**src/uart_cmd_pkg.sv**
```systemverilog
package uart_cmd_pkg;

    // Serial timing. The bit time is kept short for simulation.
    localparam int CLKS_PER_BIT = 16;
    localparam int CLK_CNT_W    = $clog2(CLKS_PER_BIT);

    localparam int NUM_REGS = 8;

    // Command opcodes are printable ASCII letters.
    typedef enum logic [7:0] {
        OP_WRITE = 8'h57, // 'W'
        OP_READ  = 8'h52, // 'R'
        OP_ADD   = 8'h41, // 'A'
        OP_XOR   = 8'h58  // 'X'
    } opcode_t;

    // First byte of every response.
    localparam logic [7:0] STATUS_OK  = 8'h4B; // 'K'
    localparam logic [7:0] STATUS_ERR = 8'h45; // 'E'

    typedef enum logic [1:0] {
        TX_IDLE,
        TX_START,
        TX_DATA,
        TX_STOP
    } tx_state_t;

    typedef enum logic [1:0] {
        RX_IDLE,
        RX_START,
        RX_DATA,
        RX_STOP
    } rx_state_t;

endpackage
```
**src/cmd_if.sv**
```systemverilog
`timescale 1ns/100ps

interface cmd_if;
    import uart_cmd_pkg::*;

    logic       valid;  // One-cycle strobe.
    opcode_t    opcode;
    logic [2:0] addr;
    logic [7:0] data;
    logic       bad;    // Qualified by valid.

    modport dec (
        output valid, opcode, addr, data, bad
    );

    modport exe (
        input valid, opcode, addr, data, bad
    );

endinterface

```
**src/uart_cmd_top.sv**
```systemverilog
`timescale 1ns/100ps

module uart_cmd_top (
    input  logic clk,
    input  logic rst,
    input  logic rx,
    output logic tx,
    output logic busy
);
    logic [7:0] rx_data;
    logic       rx_valid;
    logic       frame_err;
    logic       res_valid;
    logic [7:0] res_status;
    logic [7:0] res_value;
    logic [7:0] tx_data;
    logic       tx_data_valid;
    logic       tx_ready;

    cmd_if cmd_bus ();

    uart_rx u_rx (
        .clk       (clk),
        .rst       (rst),
        .rx        (rx),
        .rx_data   (rx_data),
        .rx_valid  (rx_valid),
        .frame_err (frame_err)
    );

    cmd_decode u_decode (
        .clk       (clk),
        .rst       (rst),
        .rx_data   (rx_data),
        .rx_valid  (rx_valid),
        .frame_err (frame_err),
        .cmd       (cmd_bus.dec)
    );

    reg_exec u_exec (
        .clk        (clk),
        .rst        (rst),
        .cmd        (cmd_bus.exe),
        .res_valid  (res_valid),
        .res_status (res_status),
        .res_value  (res_value)
    );

    resp_sender u_resp (
        .clk           (clk),
        .rst           (rst),
        .res_valid     (res_valid),
        .res_status    (res_status),
        .res_value     (res_value),
        .tx_ready      (tx_ready),
        .tx_data       (tx_data),
        .tx_data_valid (tx_data_valid),
        .busy          (busy)
    );

    uart_tx u_tx (
        .clk           (clk),
        .rst           (rst),
        .tx_data       (tx_data),
        .tx_data_valid (tx_data_valid),
        .tx            (tx),
        .tx_ready      (tx_ready)
    );

endmodule

```
**src/resp_sender.sv**
```systemverilog
`timescale 1ns/100ps

module resp_sender (
    input  logic       clk,
    input  logic       rst,
    input  logic       res_valid,
    input  logic [7:0] res_status,
    input  logic [7:0] res_value,
    input  logic       tx_ready,
    output logic [7:0] tx_data,
    output logic       tx_data_valid,
    output logic       busy
);
    typedef enum logic [2:0] {
        S_IDLE,
        S_STAT_RAISE,
        S_STAT_WAIT,
        S_VAL_RAISE,
        S_VAL_WAIT,
        S_DONE
    } resp_state_t;

    resp_state_t state;
    logic [7:0]  status_r;
    logic [7:0]  value_r;

    // Raise valid, wait for the transmitter to take it, then wait for idle.
    always_ff @(posedge clk or posedge rst) begin
        if (rst) begin
            state <= S_IDLE;
        end else begin
            case (state)
                S_IDLE:       if (res_valid) state <= S_STAT_RAISE;
                S_STAT_RAISE: if (!tx_ready) state <= S_STAT_WAIT;
                S_STAT_WAIT:  if (tx_ready) state <= S_VAL_RAISE;
                S_VAL_RAISE:  if (!tx_ready) state <= S_VAL_WAIT;
                S_VAL_WAIT:   if (tx_ready) state <= S_DONE;
                default:      state <= S_IDLE;
            endcase
        end
    end

    always_ff @(posedge clk) begin
        if (state == S_IDLE && res_valid) begin
            status_r <= res_status;
            value_r  <= res_value;
        end
    end

    assign tx_data_valid = (state == S_STAT_RAISE) || (state == S_VAL_RAISE);
    assign tx_data       = (state == S_VAL_RAISE || state == S_VAL_WAIT) ? value_r : status_r;
    assign busy          = (state != S_IDLE);

    // Host must wait for the whole response.
    a_no_overrun: assert property (@(posedge clk) disable iff (rst)
        res_valid |-> !busy)
        else $error("resp_sender: result arrived while a response was in flight");

endmodule

```
**src/reg_exec.sv**
```systemverilog
`timescale 1ns/100ps

module reg_exec (
    input  logic       clk,
    input  logic       rst,
    cmd_if.exe         cmd,
    output logic       res_valid,
    output logic [7:0] res_status,
    output logic [7:0] res_value
);
    import uart_cmd_pkg::*;

    logic [7:0] regs [NUM_REGS];
    logic [7:0] cur_val;
    logic [7:0] new_val;
    logic       do_cmd;

    assign cur_val = regs[cmd.addr];
    assign do_cmd  = cmd.valid && !cmd.bad;

    always_comb begin
        case (cmd.opcode)
            OP_WRITE: new_val = cmd.data;
            OP_ADD:   new_val = cur_val + cmd.data;  // Wraps mod 256.
            OP_XOR:   new_val = cur_val ^ cmd.data;
            default:  new_val = cur_val;             // Read.
        endcase
    end

    always_ff @(posedge clk or posedge rst) begin
        if (rst) begin
            for (int i = 0; i < NUM_REGS; i++)
                regs[i] <= 8'd0;
            res_valid <= 1'b0;
        end else begin
            res_valid <= cmd.valid;
            if (do_cmd && cmd.opcode != OP_READ)
                regs[cmd.addr] <= new_val;
        end
    end

    always_ff @(posedge clk) begin
        if (cmd.valid) begin
            res_status <= cmd.bad ? STATUS_ERR : STATUS_OK;
            res_value  <= cmd.bad ? 8'd0 : new_val;
        end
    end

    // Decode must have screened the opcode before execution.
    a_op_known: assert property (@(posedge clk) disable iff (rst)
        (cmd.valid && !cmd.bad) |-> (cmd.opcode inside {OP_WRITE, OP_READ, OP_ADD, OP_XOR}))
        else $error("reg_exec: accepted command with opcode %02h", cmd.opcode);

endmodule

```
**src/cmd_decode.sv**
```systemverilog
`timescale 1ns/100ps

module cmd_decode (
    input  logic       clk,
    input  logic       rst,
    input  logic [7:0] rx_data,
    input  logic       rx_valid,
    input  logic       frame_err,
    cmd_if.dec         cmd
);
    import uart_cmd_pkg::*;

    logic [1:0] byte_cnt;
    logic [7:0] opcode_r;
    logic [7:0] addr_r;
    logic       op_known;
    logic       last_byte;

    assign last_byte = rx_valid && byte_cnt == 2'd2;

    always_comb begin
        case (opcode_r)
            OP_WRITE, OP_READ, OP_ADD, OP_XOR: op_known = 1'b1;
            default:                           op_known = 1'b0;
        endcase
    end

    // Byte position within the command.
    always_ff @(posedge clk or posedge rst) begin
        if (rst) begin
            byte_cnt  <= 2'd0;
            cmd.valid <= 1'b0;
        end else begin
            cmd.valid <= last_byte;
            if (frame_err)
                byte_cnt <= 2'd0;  // Drop the partial command.
            else if (rx_valid)
                byte_cnt <= (byte_cnt == 2'd2) ? 2'd0 : byte_cnt + 2'd1;
        end
    end

    always_ff @(posedge clk) begin
        if (rx_valid && byte_cnt == 2'd0)
            opcode_r <= rx_data;
        if (rx_valid && byte_cnt == 2'd1)
            addr_r <= rx_data;
        if (last_byte) begin
            cmd.opcode <= opcode_t'(opcode_r);
            cmd.addr   <= addr_r[2:0];
            cmd.data   <= rx_data;
            cmd.bad    <= !op_known || (addr_r >= 8'(NUM_REGS));
        end
    end

endmodule

```
**src/uart_tx.sv**
```systemverilog
`timescale 1ns/100ps

module uart_tx (
    input  logic       clk,
    input  logic       rst,
    input  logic [7:0] tx_data,
    input  logic       tx_data_valid,
    output logic       tx,
    output logic       tx_ready
);
    import uart_cmd_pkg::*;

    tx_state_t            state;
    tx_state_t            next_state;
    logic [CLK_CNT_W-1:0] cycle_cnt;
    logic [2:0]           bit_cnt;
    logic                 valid_r0;
    logic                 valid_r1;
    logic                 valid_rise;
    logic                 bit_end;
    logic [7:0]           tx_data_latch;

    assign valid_rise = valid_r0 & ~valid_r1;  // A frame starts on this edge.
    assign bit_end    = (cycle_cnt == CLK_CNT_W'(CLKS_PER_BIT - 1));

    always_ff @(posedge clk or posedge rst) begin
        if (rst) begin
            valid_r0 <= 1'b0;
            valid_r1 <= 1'b0;
        end else begin
            valid_r0 <= tx_data_valid;
            valid_r1 <= valid_r0;
        end
    end

    always_ff @(posedge clk or posedge rst) begin
        if (rst)
            state <= TX_IDLE;
        else
            state <= next_state;
    end

    always_comb begin
        next_state = state;
        case (state)
            TX_IDLE:  if (valid_rise) next_state = TX_START;
            TX_START: if (bit_end) next_state = TX_DATA;
            TX_DATA:  if (bit_end && bit_cnt == 3'd7) next_state = TX_STOP;
            TX_STOP:  if (bit_end) next_state = TX_IDLE;
            default:  next_state = TX_IDLE;
        endcase
    end

    // Restarts on every state change and on each data bit boundary.
    always_ff @(posedge clk or posedge rst) begin
        if (rst)
            cycle_cnt <= '0;
        else if (next_state != state || (state == TX_DATA && bit_end))
            cycle_cnt <= '0;
        else
            cycle_cnt <= cycle_cnt + 1'b1;
    end

    always_ff @(posedge clk or posedge rst) begin
        if (rst)
            bit_cnt <= 3'd0;
        else if (next_state == TX_DATA && state != TX_DATA)
            bit_cnt <= 3'd0;
        else if (state == TX_DATA && bit_end)
            bit_cnt <= bit_cnt + 3'd1;
    end

    always_ff @(posedge clk) begin
        if (state == TX_IDLE && next_state == TX_START)
            tx_data_latch <= tx_data;
    end

    always_ff @(posedge clk or posedge rst) begin
        if (rst) begin
            tx       <= 1'b1;
            tx_ready <= 1'b0;
        end else begin
            case (state)
                TX_START: tx <= 1'b0;
                TX_DATA:  tx <= tx_data_latch[bit_cnt];  // LSB first.
                default:  tx <= 1'b1;
            endcase
            tx_ready <= (state == TX_IDLE);
        end
    end

endmodule

```
**src/uart_rx.sv**
```systemverilog
`timescale 1ns/100ps

module uart_rx (
    input  logic       clk,
    input  logic       rst,
    input  logic       rx,
    output logic [7:0] rx_data,
    output logic       rx_valid,
    output logic       frame_err
);
    import uart_cmd_pkg::*;

    rx_state_t            state;
    logic                 rx_meta;
    logic                 rx_sync;
    logic                 rx_prev;
    logic                 start_edge;
    logic                 half_bit;
    logic                 bit_end;
    logic [CLK_CNT_W-1:0] cycle_cnt;
    logic [2:0]           bit_cnt;

    // Two-stage synchronizer plus one delay for edge detection.
    always_ff @(posedge clk or posedge rst) begin
        if (rst) begin
            rx_meta <= 1'b1;
            rx_sync <= 1'b1;
            rx_prev <= 1'b1;
        end else begin
            rx_meta <= rx;
            rx_sync <= rx_meta;
            rx_prev <= rx_sync;
        end
    end

    assign start_edge = rx_prev & ~rx_sync;
    assign half_bit   = (cycle_cnt == CLK_CNT_W'(CLKS_PER_BIT / 2 - 1));
    assign bit_end    = (cycle_cnt == CLK_CNT_W'(CLKS_PER_BIT - 1));

    always_ff @(posedge clk or posedge rst) begin
        if (rst) begin
            state     <= RX_IDLE;
            cycle_cnt <= '0;
            bit_cnt   <= 3'd0;
            rx_valid  <= 1'b0;
            frame_err <= 1'b0;
        end else begin
            rx_valid  <= 1'b0;
            frame_err <= 1'b0;
            case (state)
                RX_IDLE: begin
                    cycle_cnt <= '0;
                    if (start_edge)
                        state <= RX_START;
                end
                RX_START: begin
                    if (half_bit) begin
                        cycle_cnt <= '0;
                        bit_cnt   <= 3'd0;
                        // Line back high at mid start bit means a glitch.
                        state     <= rx_sync ? RX_IDLE : RX_DATA;
                    end else begin
                        cycle_cnt <= cycle_cnt + 1'b1;
                    end
                end
                RX_DATA: begin
                    if (bit_end) begin
                        cycle_cnt <= '0;
                        bit_cnt   <= bit_cnt + 3'd1;
                        if (bit_cnt == 3'd7)
                            state <= RX_STOP;
                    end else begin
                        cycle_cnt <= cycle_cnt + 1'b1;
                    end
                end
                RX_STOP: begin
                    if (bit_end) begin
                        cycle_cnt <= '0;
                        state     <= RX_IDLE;
                        rx_valid  <= rx_sync;  // Good stop bit.
                        frame_err <= ~rx_sync;
                    end else begin
                        cycle_cnt <= cycle_cnt + 1'b1;
                    end
                end
                default: state <= RX_IDLE;
            endcase
        end
    end

    // LSB arrives first.
    always_ff @(posedge clk) begin
        if (state == RX_DATA && bit_end)
            rx_data <= {rx_sync, rx_data[7:1]};
    end

endmodule

```
**config.mk**
```make
export PLATFORM = sky130hd
export DESIGN_NAME = uart_cmd_top
export DESIGN_NICKNAME = d
export VERILOG_FILES = /design/src/uart_cmd_pkg.sv /design/src/cmd_if.sv /design/src/uart_cmd_top.sv /design/src/resp_sender.sv /design/src/reg_exec.sv /design/src/cmd_decode.sv /design/src/uart_tx.sv /design/src/uart_rx.sv
export SDC_FILE = /design/constraint.sdc
export NUM_CORES = 1
export LEC_CHECK = 0
export BUFFER_PORTS_ARGS = -buffer_cell sky130_fd_sc_hd__buf_2
export CAP_MARGIN = 20
export CELL_PAD_IN_SITES_DETAIL_PLACEMENT = 1
export CELL_PAD_IN_SITES_GLOBAL_PLACEMENT = 1
export CORE_ASPECT_RATIO = 1.4
export CORE_MARGIN = 4
export CORE_UTILIZATION = 40
export CTS_BUF_LIST = sky130_fd_sc_hd__clkbuf_2 sky130_fd_sc_hd__clkbuf_4 sky130_fd_sc_hd__clkbuf_8
export DETAILED_ROUTE_END_ITERATION = 8
export MAX_ROUTING_LAYER = met4
export PLACE_DENSITY_LB_ADDON = 0.1
export SYNTH_ARGS = -nofsm -noshare
export SYNTH_HDL_FRONTEND = slang
export SYNTH_SLANG_ARGS = --single-unit
```
**constraint.sdc**
```tcl
create_clock -name clk -period 4.7 [get_ports clk]
set_input_delay 0.94 -clock clk [delete_from_list [all_inputs] [get_ports clk]]
set_output_delay 0.94 -clock clk [all_outputs]
set_load 0.02 [all_outputs]
```
==> out/qor.tcl <==
set qor(outcome) {complete, no violations}
set qor(finalHoldViolations) 0
set qor(drt-initial-drc-count) 230
set qor(final_layout_size_suffix_gt1_share_pct) 15.72
set qor(cts-root-to-sink-buffers) 2
set qor(post_synth.cell_area_avg_um2) 12.29
set qor(largest_net_degree_at_the_start_of_global_routing) 76
set qor(final-instance-count-excl-fill) 880
set qor(wirelength_um) 17440
set qor(vias_in_the_first_global_route) 5065
set qor(netlist_top_cells_count) {sky130_fd_sc_hd__dfrtp_1 (94), sky130_fd_sc_hd__nand2_1 (74), sky130_fd_sc_hd__edfxtp_1 (72), sky130_fd_sc_hd__o21ai_0 (55), sky130_fd_sc_hd__nor2_1 (45)}
set qor(hold_path.class) {reg2reg}
set qor(grt_pass1_wl_um) 28380
set qor(drc_errors) 0
set qor(initial_utilization_pct) 40.58
set qor(antenna_found_initial) 0
set qor(source_to_sink_clock_delay_at_the_later_pin_of_the_worst_skew_pair_ns) 0.46
set qor(cts_setup_buffers) 0
set qor(vdd_drop_max_mv) 0.2031
set qor(yosys.cell_count.top_type) {sky130_fd_sc_hd__dfrtp_1}
set qor(p_per_area_mw_per_mm2) 334.3
set qor(worstMarginPinSlew_ns) 0.8326
set qor(synth_enable_flop_cells) 72
set qor(die_area_mm2) 0.02109
set qor(finalNetCount) 644
set qor(grt_use_total_pct) 18.44
set qor(maxSlewHeadroom_pct) 44.33
set qor(worstReg2RegStart) {u_decode.cmd.addr[1]}
set qor(count_of_boundary_i_o_pins) 5
set qor(dominantRegCellSynth) {sky130_fd_sc_hd__dfrtp_1}
set qor(mapped_nets) 633
set qor(detailed_place_hpwl_um) 12690
set qor(timing.final.crit_share_pct) 81.62
set qor(cp.arrival_ns) 4.03
set qor(cts.hold.buffers_added) 0
set qor(asyncSetResetFlopFracSynth_pct) 57.65
set qor(cts_max_level) 4
set qor(place_inst) 847
set qor(min_from) {u_rx.rx_meta}
set qor(synth.yosys.seq_area_share_pct) 61.43
set qor(place.gp.congestion) 0.8613
set qor(globalRouteOverflowTotal) 0
set qor(cts-buffers-inserted) 17
set qor(worst-path-max-fanout) 14
set qor(areaGrowthSynthToFinish_pct) 9.517
set qor(setup_viol) 0
set qor(drt_pass1_iterations) 4
set qor(ys_warn_count) 0
set qor(p_leak_nw) 3.288
set qor(postCtsResizedCells) 0
set qor(tritoncts) {yes}
set qor(diodes) 0
set qor(grt_setup_unrepaired) {false}
set qor(avgViaCountPerCell) 5.381
set qor(die_y_um) 170.2
set qor(clk_pin_slew_ns) 0.10
set qor(timing.critical_path.from) {u_decode.cmd.addr[1]}
set qor(start_kind) {register}
set qor(cts_num_sinks) 170
set qor(chip_width_um) 123.9
set qor(synth_area_leader_cell) {sky130_fd_sc_hd__dfrtp_1}
set qor(routed-via-count) 4735
set qor(setup.worst_path.class) {reg2reg}
set qor(fmax_ghz) 0.2607
set qor(drv.max_cap_violation_count) 0
set qor(r2r_cells) 12
set qor(port_buffers) 4
set qor(finalHoldWorstSlack_ns) 0.3619
set qor(antenna_viol_nets_final) 0
set qor(synth-seq-cells) 170
set qor(finalWorstPathRequiredPeriod_ns) 3.836
set qor(synthesis.area_mm2) 0.007520
set qor(whs_path_depth) 0
set qor(setup-tns-final_ns) 0
set qor(finClkSkew_ns) 0.008152
set qor(post-synth-top-area-fraction_pct) 31.28
set qor(clock-root-buffer) {sky130_fd_sc_hd__clkbuf_8}
set qor(cp.required_ns) 4.89
set qor(worstSetupEndpointType) {register}
set qor(core_area_mm2) 0.01853
set qor(synthCells) 612
set qor(core.rowCount) 59
set qor(synthTopCellsByArea) {sky130_fd_sc_hd__dfrtp_1 (31%), sky130_fd_sc_hd__edfxtp_1 (29%), sky130_fd_sc_hd__nand2_1 (3.7%), sky130_fd_sc_hd__o21ai_0 (3.7%), sky130_fd_sc_hd__mux2_2 (2.8%)}
set qor(finalMaxSlewViolations) 0
set qor(drt-wirelength-per-cell_um) 19.82
set qor(yosys.cell_types.count) 73
area by class of cell:
| class | count | area (um2) |
|---|---|---|
| Clock inverter | 15 | 153.9 |
| Fill cell | 1956 | 10290 |
| Inverter | 15 | 58.81 |
| Timing Repair Buffer | 16 | 130.1 |
| Clock buffer | 17 | 234.0 |
| Tap cell | 244 | 305.3 |
| Multi-Input combinational cell | 403 | 2734 |
| Sequential cell | 170 | 4619 |
per-layer routing:
| layer | vias up | routed length [um] | track usage [%] |
|---|---|---|---|
| li1 | 2258 | - | - |
| met1 | 2408 | 7268 | 21.52 |
| met2 | 50 | 9514 | 31.88 |
| met3 | 19 | 273 | 2.726 |
| met4 | 0 | 386 | 6.940 |
| met5 | - | 0 | - |
path summary, 6_finish.rpt:
path,to,slack [ns]
worst min-delay path,u_rx.rx_sync,0.36
min in group asynchronous,u_exec.regs[33],0.37
worst min register to register,u_rx.rx_sync,0.36
worst max-delay path,u_exec.res_value[5],0.86
worst max register to register,u_exec.res_value[5],0.86
max in group asynchronous,u_exec.regs[24],3.37
metrics by stage:
| stage | worst slack, ns | total power, mW | util [%] | area (um2) |
|---|---|---|---|---|
| after global placement | 0.9903 | 1.769 | 42.20 | 7820 |
| after floorplan | 1.205 | 1.733 | - | 7520 |
| after detailed placement | 0.9427 | 1.780 | 42.20 | 7820 |
| final | 0.8640 | 2.753 | 44.45 | 8235 |
| after global routing | 0.6310 | 2.896 | 44.45 | 8235 |
| after CTS | 0.9246 | 2.793 | 44.30 | 8208 |
critical path, cell delays in order, from the launching register on:
cell and delay (ns):
sky130_fd_sc_hd__edfxtp_1 0.71, sky130_fd_sc_hd__buf_4 0.26, sky130_fd_sc_hd__mux2i_1 0.34, sky130_fd_sc_hd__nor3_1 0.08, sky130_fd_sc_hd__a31oi_1 0.14, sky130_fd_sc_hd__o21ai_0 0.17
sky130_fd_sc_hd__ha_1 0.40, sky130_fd_sc_hd__a21o_1 0.23, sky130_fd_sc_hd__a31o_2 0.24, sky130_fd_sc_hd__nor3_1 0.18, sky130_fd_sc_hd__nor3b_1 0.10, sky130_fd_sc_hd__o31ai_2 0.62
sky130_fd_sc_hd__nor2_1 0.10
registers in the layout, summed over array words and instances, names as in the netlist, 4 cells and up, named ones only:
register / cells
u_tx.cycle_cnt: 4
u_decode.addr_r: 8
u_decode.opcode_r: 8
u_resp.value_r: 8
u_exec.regs: 64
u_tx.tx_data_latch: 8
u_decode.cmd.opcode: 8
u_exec.res_value: 8
u_rx.rx_data: 8
u_rx.cycle_cnt: 4
u_decode.cmd.data: 8
cells by family (layout without fill, tap and decap cells):
| group | after synthesis | count (layout) | synth area share (%) |
|---|---|---|---|
| buffers and inverters | 39 | 63 | 2.296 |
| xor gates and xnor gates | 9 | 9 | 1.048 |
| and+or+nand+nor | 199 | 199 | 13.13 |
| DFF | 170 | 170 | 61.43 |
| adders and majority gates | 18 | 18 | 3.095 |
| muxes | 42 | 42 | 7.404 |
| AOI/OAI and AO/OA | 135 | 135 | 11.60 |
power by group:
| group | total [mW] | switching [mW] | internal [mW] |
|---|---|---|---|
| Combinational | 0.171 | 0.108 | 0.0627 |
| Clock | 1.01 | 0.608 | 0.398 |
| Sequential | 1.58 | 0.0178 | 1.56 |
| Total | 2.75 | 0.734 | 2.02 |
placed cells by master (no fill, tap or decap), types with 3 or more instances in the layout:
cell type and count:
sky130_fd_sc_hd__o21ai_0 55, sky130_fd_sc_hd__inv_8 5, sky130_fd_sc_hd__mux2_2 19, sky130_fd_sc_hd__clkinv_4 3, sky130_fd_sc_hd__dfrtp_1 94, sky130_fd_sc_hd__and3_1 5
sky130_fd_sc_hd__and2_1 8, sky130_fd_sc_hd__and3b_1 3, sky130_fd_sc_hd__inv_6 3, sky130_fd_sc_hd__buf_4 11, sky130_fd_sc_hd__nor3b_1 4, sky130_fd_sc_hd__nand3_1 15
sky130_fd_sc_hd__nor2_1 45, sky130_fd_sc_hd__a22oi_1 6, sky130_fd_sc_hd__nor3_1 8, sky130_fd_sc_hd__nand4_1 4, sky130_fd_sc_hd__a31oi_1 7, sky130_fd_sc_hd__mux4_2 8
sky130_fd_sc_hd__a22o_1 7, sky130_fd_sc_hd__a21o_1 4, sky130_fd_sc_hd__dfstp_2 4, sky130_fd_sc_hd__ha_1 17, sky130_fd_sc_hd__a21oi_1 28, sky130_fd_sc_hd__buf_2 4
sky130_fd_sc_hd__nand2_1 74, sky130_fd_sc_hd__xnor2_1 7, sky130_fd_sc_hd__clkbuf_8 17, sky130_fd_sc_hd__mux2i_1 14, sky130_fd_sc_hd__inv_1 13, sky130_fd_sc_hd__nor2b_1 6
sky130_fd_sc_hd__edfxtp_1 72, sky130_fd_sc_hd__nand2b_1 6
Note: power is estimated with default switching activity, not from simulation.
